$ cat config.mk
export PLATFORM = sky130hd
export DESIGN_NAME = adc_capture_top
export DESIGN_NICKNAME = d
export VERILOG_FILES = /design/src/rtl/adc_data_pkg.sv /design/src/rtl/adc_ctrl_pkg.sv /design/src/rtl/adc_frame_if.sv /design/src/rtl/capture_sync.sv /design/src/rtl/lane_capture.sv /design/src/rtl/sample_reorder.sv /design/src/rtl/adc_capture_top.sv
export VERILOG_INCLUDE_DIRS = /design/src /design/src/rtl
export SDC_FILE = /design/constraint.sdc
export NUM_CORES = 1
export LEC_CHECK = 0
export BUFFER_PORTS_ARGS = -buffer_cell sky130_fd_sc_hd__buf_2
export CAP_MARGIN = 25
export CORE_AREA = 2 2 263 265
export DETAILED_ROUTE_END_ITERATION = 6
export DIE_AREA = 0 0 265 267
export PLACE_DENSITY_LB_ADDON = 0.12
export REMOVE_ABC_BUFFERS = 1
export SKIP_CTS_REPAIR_TIMING = 1
export SYNTH_ARGS = -nofsm -noshare
export SYNTH_HDL_FRONTEND = slang
export SYNTH_SLANG_ARGS = --single-unit
$ cat constraint.sdc
create_clock -name clk10m -period 0.8 [get_ports clk10m]
set_clock_uncertainty 0.2 [all_clocks]
set_input_delay 0.04 -clock clk10m [delete_from_list [all_inputs] [get_ports clk10m]]
set_output_delay 0.04 -clock clk10m [all_outputs]
set_load 0.01 [all_outputs]
$ cat src/rtl/adc_defs.svh
// ----------------------------------------
// capture back end shared sizes
// sample width, lane counts, sync depths
// ----------------------------------------
`ifndef ADC_DEFS_SVH
`define ADC_DEFS_SVH

// 10-bit converter samples, 4 per lane word
`define SAMPLE_W         10
`define NUM_LANES        4
`define SAMPLES_PER_LANE 4
`define RST_SYNC_STAGES  2
`define SYNC_STAGES      2

`endif

$ cat src/rtl/adc_data_pkg.sv
// ----------------------------------------
// data types for the converter paths
// samples, lane words, overrange flags
// ----------------------------------------
`include "adc_defs.svh"

package adc_data_pkg;

    // one converter sample
    typedef logic [`SAMPLE_W-1:0] sample_t;

    // lane word, sample 0 in the low bits
    typedef logic [`SAMPLES_PER_LANE*`SAMPLE_W-1:0] lane_word_t;

    // one overrange flag per lane
    typedef logic [`NUM_LANES-1:0] lane_or_t;

    // reordered block, index = group*4 + position
    typedef logic [`NUM_LANES*`SAMPLES_PER_LANE*`SAMPLE_W-1:0] sample_block_t;

endpackage

$ cat src/rtl/adc_ctrl_pkg.sv
// ----------------------------------------
// control types for the capture back end
// ----------------------------------------
package adc_ctrl_pkg;

    // converter interleave mode, unknown codes act as 4-channel
    typedef enum logic [3:0] {
        MODE_4CH = 4'b0000,
        MODE_2CH = 4'b0100,
        MODE_1CH = 4'b1000
    } interleave_mode_t;

    // readiness tracking
    typedef enum logic {WAIT_READY = 1'b0, RUN = 1'b1} capture_state_t;

endpackage

$ cat src/rtl/adc_frame_if.sv
// ----------------------------------------
// captured frame of one converter
// lane capture -> sample reordering
// ----------------------------------------
`timescale 1ns/1ps

interface adc_frame_if;
    import adc_data_pkg::*;

    // four lane words plus overrange flags
    lane_word_t lane_a;
    lane_word_t lane_b;
    lane_word_t lane_c;
    lane_word_t lane_d;
    lane_or_t   lane_or;
    // qualifies the lanes for one cycle, no back-pressure
    logic       valid;

    modport producer (output lane_a, lane_b, lane_c, lane_d, lane_or, valid);
    modport consumer (input lane_a, lane_b, lane_c, lane_d, lane_or, valid);

endinterface

$ cat src/rtl/capture_sync.sv
// ----------------------------------------
// capture control
// internal reset from board reset and lock,
// converter readiness FSM and sync trigger
// ----------------------------------------
`timescale 1ns/1ps
`include "adc_defs.svh"

module capture_sync (
    input  logic clk10m,
    input  logic sysrst_nr0,
    input  logic clk10m_locked,
    input  logic a_adc_ready,
    input  logic b_adc_ready,
    input  logic sync_flag,
    output logic rst_sync_n,
    output logic capture_en,
    output logic trig_ext
);
    import adc_ctrl_pkg::*;

    logic                        board_rst_n;
    logic [`RST_SYNC_STAGES-1:0] rst_sh;
    logic [`SYNC_STAGES-1:0]     sync_sh;
    logic                        sync_dly;
    capture_state_t              state;
    capture_state_t              state_nxt;

    // ----------------------------------------
    // reset: held while board reset or unlocked
    // ----------------------------------------
    assign board_rst_n = sysrst_nr0 & clk10m_locked;

    // async assert, release after the stages fill
    always_ff @(posedge clk10m or negedge board_rst_n) begin
        if (!board_rst_n) begin
            rst_sh <= '0;
        end else begin
            rst_sh <= {rst_sh[`RST_SYNC_STAGES-2:0], 1'b1};
        end
    end

    assign rst_sync_n = rst_sh[`RST_SYNC_STAGES-1];

    // ----------------------------------------
    // readiness of both converters
    // ----------------------------------------
    always_comb begin
        state_nxt = state;
        case (state)
            WAIT_READY: if (a_adc_ready && b_adc_ready) state_nxt = RUN;
            RUN:        if (!(a_adc_ready && b_adc_ready)) state_nxt = WAIT_READY;
            default:    state_nxt = WAIT_READY;
        endcase
    end

    always_ff @(posedge clk10m or negedge rst_sync_n) begin
        if (!rst_sync_n) begin
            state <= WAIT_READY;
        end else begin
            state <= state_nxt;
        end
    end

    // frames pass only in RUN
    assign capture_en = (state == RUN);

    // ----------------------------------------
    // sync flag: two stages, delay, edge pulse
    // ----------------------------------------
    always_ff @(posedge clk10m or negedge rst_sync_n) begin
        if (!rst_sync_n) begin
            sync_sh  <= '0;
            sync_dly <= 1'b0;
            trig_ext <= 1'b0;
        end else begin
            sync_sh  <= {sync_sh[`SYNC_STAGES-2:0], sync_flag};
            sync_dly <= sync_sh[`SYNC_STAGES-1];
            // one cycle on the rising edge only
            trig_ext <= sync_sh[`SYNC_STAGES-1] & ~sync_dly;
        end
    end

endmodule

$ cat src/rtl/lane_capture.sv
// ----------------------------------------
// lane capture
// registers one converter's lane words and
// overrange flags on an accepted frame
// ----------------------------------------
`timescale 1ns/1ps

module lane_capture (
    input  logic                     clk10m,
    input  logic                     rst_sync_n,
    input  logic                     capture_en,
    input  adc_data_pkg::lane_word_t lane_a,
    input  adc_data_pkg::lane_word_t lane_b,
    input  adc_data_pkg::lane_word_t lane_c,
    input  adc_data_pkg::lane_word_t lane_d,
    input  adc_data_pkg::lane_or_t   lane_or,
    input  logic                     frame_valid,
    adc_frame_if.producer            frame
);

    logic accept;

    // frame taken only when both converters already ready
    assign accept = frame_valid & capture_en;

    // valid lasts one cycle per accepted frame
    always_ff @(posedge clk10m or negedge rst_sync_n) begin
        if (!rst_sync_n) begin
            frame.valid <= 1'b0;
        end else begin
            frame.valid <= accept;
        end
    end

    // payload holds between frames
    always_ff @(posedge clk10m) begin
        if (accept) begin
            frame.lane_a  <= lane_a;
            frame.lane_b  <= lane_b;
            frame.lane_c  <= lane_c;
            frame.lane_d  <= lane_d;
            frame.lane_or <= lane_or;
        end
    end

endmodule

$ cat src/rtl/sample_reorder.sv
// ----------------------------------------
// sample reordering
// maps a frame's 16 samples into output
// order by the converter interleave mode
// ----------------------------------------
`timescale 1ns/1ps
`include "adc_defs.svh"

module sample_reorder (
    input  logic                          clk10m,
    input  logic                          rst_sync_n,
    input  adc_ctrl_pkg::interleave_mode_t mode,
    adc_frame_if.consumer                 frame,
    output adc_data_pkg::sample_block_t   samples,
    output adc_data_pkg::lane_or_t        data_or,
    output logic                          samples_valid
);
    import adc_ctrl_pkg::*;
    import adc_data_pkg::*;

    lane_word_t    lanes [`NUM_LANES];
    sample_block_t block_nxt;

    // lane index 0..3 = A, B, C, D
    assign lanes[0] = frame.lane_a;
    assign lanes[1] = frame.lane_b;
    assign lanes[2] = frame.lane_c;
    assign lanes[3] = frame.lane_d;

    // ----------------------------------------
    // source lane and sample per output slot
    // ----------------------------------------
    always_comb begin : map_samples
        logic [1:0] li;
        logic [1:0] si;
        block_nxt = '0;
        for (int g = 0; g < `NUM_LANES; g++) begin
            for (int p = 0; p < `SAMPLES_PER_LANE; p++) begin
                case (mode)
                    // A_g C_g B_g D_g, lane index is p with bits swapped
                    MODE_1CH: begin
                        li = {p[0], p[1]};
                        si = g[1:0];
                    end
                    // groups 0/1 pair A,B; groups 2/3 pair C,D
                    MODE_2CH: begin
                        li = {g[1], p[0]};
                        si = {g[0], p[1]};
                    end
                    // four-channel and unknown codes: straight copy
                    default: begin
                        li = g[1:0];
                        si = p[1:0];
                    end
                endcase
                block_nxt[(g*`SAMPLES_PER_LANE+p)*`SAMPLE_W +: `SAMPLE_W] =
                    lanes[li][si*`SAMPLE_W +: `SAMPLE_W];
            end
        end
    end

    // output valid follows the frame by one edge
    always_ff @(posedge clk10m or negedge rst_sync_n) begin
        if (!rst_sync_n) begin
            samples_valid <= 1'b0;
        end else begin
            samples_valid <= frame.valid;
        end
    end

    always_ff @(posedge clk10m) begin
        if (frame.valid) begin
            samples <= block_nxt;
            data_or <= frame.lane_or;
        end
    end

endmodule

$ cat src/rtl/adc_capture_top.sv
// ----------------------------------------
// dual converter capture back end
// two lane capture and reorder paths
// sharing one control block
// ----------------------------------------
`timescale 1ns/1ps

module adc_capture_top (
    input  logic                           clk10m,
    input  logic                           sysrst_nr0,
    input  logic                           clk10m_locked,
    // converter a
    input  adc_data_pkg::lane_word_t       a_lane_a,
    input  adc_data_pkg::lane_word_t       a_lane_b,
    input  adc_data_pkg::lane_word_t       a_lane_c,
    input  adc_data_pkg::lane_word_t       a_lane_d,
    input  adc_data_pkg::lane_or_t         a_lane_or,
    input  logic                           a_frame_valid,
    input  adc_ctrl_pkg::interleave_mode_t a_mode,
    // converter b
    input  adc_data_pkg::lane_word_t       b_lane_a,
    input  adc_data_pkg::lane_word_t       b_lane_b,
    input  adc_data_pkg::lane_word_t       b_lane_c,
    input  adc_data_pkg::lane_word_t       b_lane_d,
    input  adc_data_pkg::lane_or_t         b_lane_or,
    input  logic                           b_frame_valid,
    input  adc_ctrl_pkg::interleave_mode_t b_mode,
    // control
    input  logic                           a_adc_ready,
    input  logic                           b_adc_ready,
    input  logic                           sync_flag,
    // outputs
    output adc_data_pkg::sample_block_t    a_samples,
    output adc_data_pkg::sample_block_t    b_samples,
    output logic                           a_samples_valid,
    output logic                           b_samples_valid,
    output adc_data_pkg::lane_or_t         a_data_or,
    output adc_data_pkg::lane_or_t         b_data_or,
    output logic                           capture_ready,
    output logic                           trig_ext
);

    logic rst_sync_n;

    adc_frame_if a_frame ();
    adc_frame_if b_frame ();

    // ----------------------------------------
    // shared reset, readiness and trigger
    // ----------------------------------------
    capture_sync u_capture_sync (
        .clk10m        (clk10m),
        .sysrst_nr0    (sysrst_nr0),
        .clk10m_locked (clk10m_locked),
        .a_adc_ready   (a_adc_ready),
        .b_adc_ready   (b_adc_ready),
        .sync_flag     (sync_flag),
        .rst_sync_n    (rst_sync_n),
        .capture_en    (capture_ready),
        .trig_ext      (trig_ext)
    );

    // converter a path
    lane_capture u_a_capture (
        .clk10m      (clk10m),
        .rst_sync_n  (rst_sync_n),
        .capture_en  (capture_ready),
        .lane_a      (a_lane_a),
        .lane_b      (a_lane_b),
        .lane_c      (a_lane_c),
        .lane_d      (a_lane_d),
        .lane_or     (a_lane_or),
        .frame_valid (a_frame_valid),
        .frame       (a_frame.producer)
    );

    sample_reorder u_a_reorder (
        .clk10m        (clk10m),
        .rst_sync_n    (rst_sync_n),
        .mode          (a_mode),
        .frame         (a_frame.consumer),
        .samples       (a_samples),
        .data_or       (a_data_or),
        .samples_valid (a_samples_valid)
    );

    // converter b path
    lane_capture u_b_capture (
        .clk10m      (clk10m),
        .rst_sync_n  (rst_sync_n),
        .capture_en  (capture_ready),
        .lane_a      (b_lane_a),
        .lane_b      (b_lane_b),
        .lane_c      (b_lane_c),
        .lane_d      (b_lane_d),
        .lane_or     (b_lane_or),
        .frame_valid (b_frame_valid),
        .frame       (b_frame.producer)
    );

    sample_reorder u_b_reorder (
        .clk10m        (clk10m),
        .rst_sync_n    (rst_sync_n),
        .mode          (b_mode),
        .frame         (b_frame.consumer),
        .samples       (b_samples),
        .data_or       (b_data_or),
        .samples_valid (b_samples_valid)
    );

endmodule

Yosys cells after proc, flatten, opt, wreduce, memory -nomap -nowiden
Cells that the tools add are included.

storage, ports and cells
  register bits = 667
  input port bits = 344
  logic and storage cells = 284

operators by class
  multipliers = 28
  magnitude comparators = 28
  equality and inequality tests = 4
  shift-type cells = 28
  muxes and demuxes = 137
  bitwise operators = 33
  reductions and logical operators = 3

operators by type and width
  operator                                                               number
  40-bit binary-select mux with 2-bit select                             28
  40-bit two-way mux                                                     56
  40-bit by 7-bit indexed part select with 10-bit output                 28
  2-bit by 3-bit multiplier with 5-bit output, second input constant     28
  2-bit case mux with 2 select lines                                     24
  3-bit >= comparator, second input constant                             28
  2-bit NOT with 3-bit output                                            24
  2-bit two-way mux                                                      16
  1-bit two-way mux                                                      13
  1-bit NOT with 3-bit output                                            4
  4-bit by 3-bit equality test with 1-bit output, second input constant  2
  4-bit equality test, second input constant                             2
  1-bit AND                                                              4
  2-bit OR reduction                                                     2
  1-bit logical AND                                                      1
  1-bit NOT                                                              1

Longest topological paths before layout
  word-level depth = 8
  gate-level depth with buffers = 6
  mapped depth without buffers = 3

By module
A second synthesis with hierarchy kept.

unflattened totals
  cell total of the unflattened synthesis = 1689
  area total of the unflattened synthesis = 25172.9 um^2

modules (own cells, without submodules)
  module                         instances  cells each  area an instance (um^2)  sequential area each (um^2)
  lane_capture                   2          166         4956.0                   4949.7
  sample_reorder at u_b_reorder  1          683         7552.2                   4949.7
  sample_reorder at u_a_reorder  1          663         7503.4                   4949.7
  capture_sync                   1          11          205.2                    175.2

Least setup slack after synthesis
Ideal clock, no wire load.

  path type = flip-flop to flip-flop
  from = register u_capture_sync.state (netlist: u_capture_sync.capture_en)
  to = register u_a_capture.frame.lane_a[0], enable pin
  setup time = 0.544 ns
  arrival time = 4.151 ns
  data required time = 0.056 ns
  slack = -4.095 ns
  cell stages (with the launch flop) = 2
  buffers on the path = 0
  clock period less this slack = 4.895 ns
  path through = dfrtp_1 -> and2_1

between the ends
  word-level cells in the longest chain between the ends = 1

RTL lines
  item                      RTL line            text
  start: declaration        capture_sync.sv:26  capture_state_t state;
  start signal: assignment  capture_sync.sv:61  state <= state_nxt;
  1-bit AND                 lane_capture.sv:24  assign accept = frame_valid & capture_en;
  net u_a_capture.accept    lane_capture.sv:21  logic accept;
  end: declaration          adc_frame_if.sv:19  modport producer (output lane_a, lane_b, lane_c, lane_d, lane_or, valid);

The timed path passes the listed nets, and every way through them passes these cells.
A chain may end at the register's enable or synchronous reset.

Worst setup path after layout
  from = register u_capture_sync.state (netlist: u_capture_sync.capture_en)
  to = register u_b_capture.frame.lane_a[24], enable pin

between the ends
  word-level cells in the longest chain between the ends = 1

RTL lines
  item                    RTL line
  1-bit AND               lane_capture.sv:24
  net u_b_capture.accept  lane_capture.sv:21
  end: declaration        adc_frame_if.sv:19

The timed path passes the listed nets, and every way through them passes these cells.

==> results.toml <==
[hold_path]
hold_class = "in2reg"

[global_routing]
grt_use_met1_pct = 25.44
grt_start_max_net_pins = 65
overflow = 0
met3_usage_pct = 7.279
grtUsageTotal_pct = 20.77
first_global_vias = 16920
grt_busiest_layer = "met2"
grt_pass1_wl_um = 108600
antenna_found_initial = 14
grt.met2_usage_pct = 35.39

[drt]
antenna_left = 0
drt_pass1_iterations = 6
via_per_inst = 4.935
drt_wl_total_um = 80560
drtIter0Drc = 1954
vias = 18740
wl_per_cell_um = 21.21
drc = 0

[finish]
fill_cells = 5526
layout-drive-gt1-share_pct = 34.66
fin_util_pct = 55.79
fin_nets = 3195
fin_cells = 3798
area_growth_pct = 52.08

[synth]
synthXorXnorAreaFrac_pct = 0
yosysSeqAreaShare_pct = 80.09
synth_enable_flop_cells = 656
synth_top_family_by_area = "simple AND/OR/NAND/NOR gates"
synth.distinct_cells = 28
synth-seq-cells = 667
synthDominantCellAreaShare_pct = 78.98
mappedNetlistArea_um2 = 24940
synth_compound_area_share_pct = 7.947
async_reset_ff_share_pct = 1.649
avgSynthCellArea_um2 = 15.13
yosys.area.top_type = "edfxtp_1"
netlist_top_cells_area = "edfxtp_1 79%, nand2_1 5.1%, a22oi_1 2.9%"
synthMuxAreaShare_pct = 0.04013
synth_warnings = 0
netlist_instances = 1648
ys.flop_type = "edfxtp_1"
synth.most_common_cell = "edfxtp_1"
synth-adder-area-share_pct = 0
synth_common_cells = "656 x edfxtp_1, 338 x nand2_1, 120 x nor2_1"
synth-simple-area-share_pct = 9.572

[sta]
final_hold_viol_count = 395
report.final.slew_viol_count = 0
final-setup-viol-count = 1315
setup_ws_ps = -710.5
holdWs_ps = -203.9
worst_slew_pin_slew_ps = 513.8
fin_crit_ps = 1511
tns_ps = -681350
rsz0062_at_grt = "true"
fmax_ghz = 0.6620
timing.slew.headroom_pct = 65.66
fin_crit_sh_pct = 188.8

[worst_setup_path]
crit_top_cell = "buf_12"
path_max_fanout = 10
critPathArrivalTime_ps = 1630
worstPathRequired_ps = 920
crit_chain = "and2_4, buf_12, buf_12, buf_12"
endpoint_kind = "flop"
path_class = "reg2reg"
cp_top_family = "buffers and inverters"
critical_path_buf_inv_count = 3
cp-start-kind = "flop"
slowest_stage = "dfrtp_1"
worst_path_largest_cell_delay_ps = 360

[clock_network]
numCtsBuffers = 74
cts_root_buf = "clkbuf_16"
clk_latency_ps = 610
clkTransAtPathRegs_ps = 60
tritoncts = "done"
cts_sinks = 667
max-clock-path-buffers = 3
h-tree-depth = 3

[floorplanning]
initial_core_util_pct = 36.68
rows = 96
ios = 676
die_y_um = 267
die_w_um = 265
core_area_um2 = 67990
dieArea_um2 = 70760

[pwr]
p_int_mw = 62.43
leakagePower_nw = 15.16
switching_share_pct = 21.82
p_seq_share_pct = 50.3
power_per_cell_area_nw_per_um2 = 2105
combPwrFrac_pct = 7.9
finalPower_mw = 79.85
ir_drop_mv = 1.610
p_sw_mw = 17.42
clkPwrFrac_pct = 41.8

[flow_run]
maxCapViolations = 0

[place]
numPortBuffers = 675
dp_worst_setup_slack_ps = -1099
gp_congestion = 0.8636
dp_hpwl_um = 56680
place_inst = 3284

[status]
status = "finished, violations left"
violations = "hold timing, setup timing"
## final timing paths
path,slack [ps],from,cells past startpoint,to
worst max-delay path,-710,u_capture_sync.capture_en,4,u_b_capture.frame.lane_a[24]
worst min-delay path,-200,b_frame_valid,3,u_b_capture.frame.lane_a[0]
worst max register to register,-710,u_capture_sync.capture_en,4,u_b_capture.frame.lane_a[24]
worst min register to register,0,u_capture_sync.rst_sh[1],1,u_capture_sync.capture_en
max in group asynchronous,60,clk10m_locked,4,u_capture_sync.rst_sh[1]
min in group asynchronous,0,u_capture_sync.rst_sh[1],1,u_capture_sync.capture_en
## kinds of logic (layout without fill, tap and decap cells)
| family | count (synthesis) | in the layout |
|---|---|---|
| AO/OA/AOI/OAI | 274 | 274 |
| buffers and inverters | 132 | 1392 |
| flip-flops | 667 | 667 |
| multiplexers | 1 | 1 |
| other | 1 | 9 |
| AND/OR/NAND/NOR | 573 | 573 |
## layer usage
metal / vias up / part of all wire (%)
met1: 9104 / 39
met4: 14 / 1.9
li1: 8653 / -
met5: - / 0.11
met2: 868 / 50
met3: 105 / 9.1
## flip-flops by register name (all words and copies together) (netlist names)
name and count:
u_capture_sync.trig_ext 1, u_a_capture.frame.lane_d 40, u_b_reorder.samples 160, u_b_capture.frame.lane_c 40
u_b_capture.frame.lane_b 40, u_b_capture.frame.lane_or 4, u_a_capture.frame.lane_a 40, u_b_capture.frame.lane_a 40
u_capture_sync.sync_sh 2, u_capture_sync.capture_en 1, u_b_capture.frame.valid 1, u_a_reorder.samples 160
u_capture_sync.sync_dly 1, u_a_reorder.data_or 4, u_a_capture.frame.lane_b 40, u_b_reorder.samples_valid 1
u_a_capture.frame.valid 1, u_a_reorder.samples_valid 1, u_a_capture.frame.lane_c 40, u_capture_sync.rst_sh 2
u_b_reorder.data_or 4, u_b_capture.frame.lane_d 40, u_a_capture.frame.lane_or 4
## layout by cell type, fill, tap and decap left out, types with 3 or more instances in the layout
| cell type | Yosys | final |
|---|---|---|
| edfxtp_1 | 656 | 656 |
| o21ai_0 | 29 | 29 |
| and2_1 | 23 | 21 |
| a221o_1 | 50 | 50 |
| buf_8 | 0 | 11 |
| clkbuf_16 | 0 | 93 |
| or4b_4 | 0 | 4 |
| nor2_1 | 120 | 118 |
| nor3_1 | 11 | 11 |
| buf_4 | 4 | 126 |
| buf_12 | 0 | 55 |
| clkinv_1 | 0 | 19 |
| nor4b_4 | 1 | 3 |
| inv_1 | 29 | 29 |
| clkinv_2 | 0 | 9 |
| clkbuf_1 | 45 | 15 |
| dlygate4sd3_1 | 0 | 335 |
| nand3_1 | 72 | 72 |
| buf_6 | 3 | 68 |
| a22oi_1 | 97 | 97 |
| dfrtp_1 | 11 | 9 |
| diode_2 | 0 | 8 |
| o22ai_1 | 14 | 14 |
| bufinv_16 | 0 | 5 |
| a21oi_1 | 4 | 4 |
| buf_2 | 40 | 616 |
| a31oi_1 | 77 | 77 |
| nand2_1 | 338 | 338 |
## final cells by class
type	count	area, um^2	share of cell area [%]
antenna	8	20.02	0.05278
clock buffer	93	1986	5.235
clock inverter	40	397.9	1.049
inverter	29	108.9	0.2870
multi-input combinational	849	4437	11.70
sequential	667	19980	52.68
tap	882	1104	2.910
timing repair buffer	1230	9894	26.09
## metrics by stage
step                area (um^2)  hold slack (ps)
floorplan                 24470           -353.7
global placement          31030           -257.4
detailed placement        31030           -254.3
CTS                       33410           -927.6
global route              37920           -222.4
finish                    37930           -203.9
## tightest hold or removal path: stages
cell    delay, ps
buf_2          70
and2_4        200
buf_4         170
## power groups by stage
stage                     Combinational [mW]  Clock, mW  Sequential [mW]
after floorplan                         1.31          0             41.3
after global placement                  4.39          0             40.8
after detailed placement                4.47          0             40.8
after CTS                               4.48       34.1             40.1
after global routing                    6.78       35.4             40.2
final                                   6.31       33.4             40.1
No activity file was read; power rests on OpenSTA's default activity.
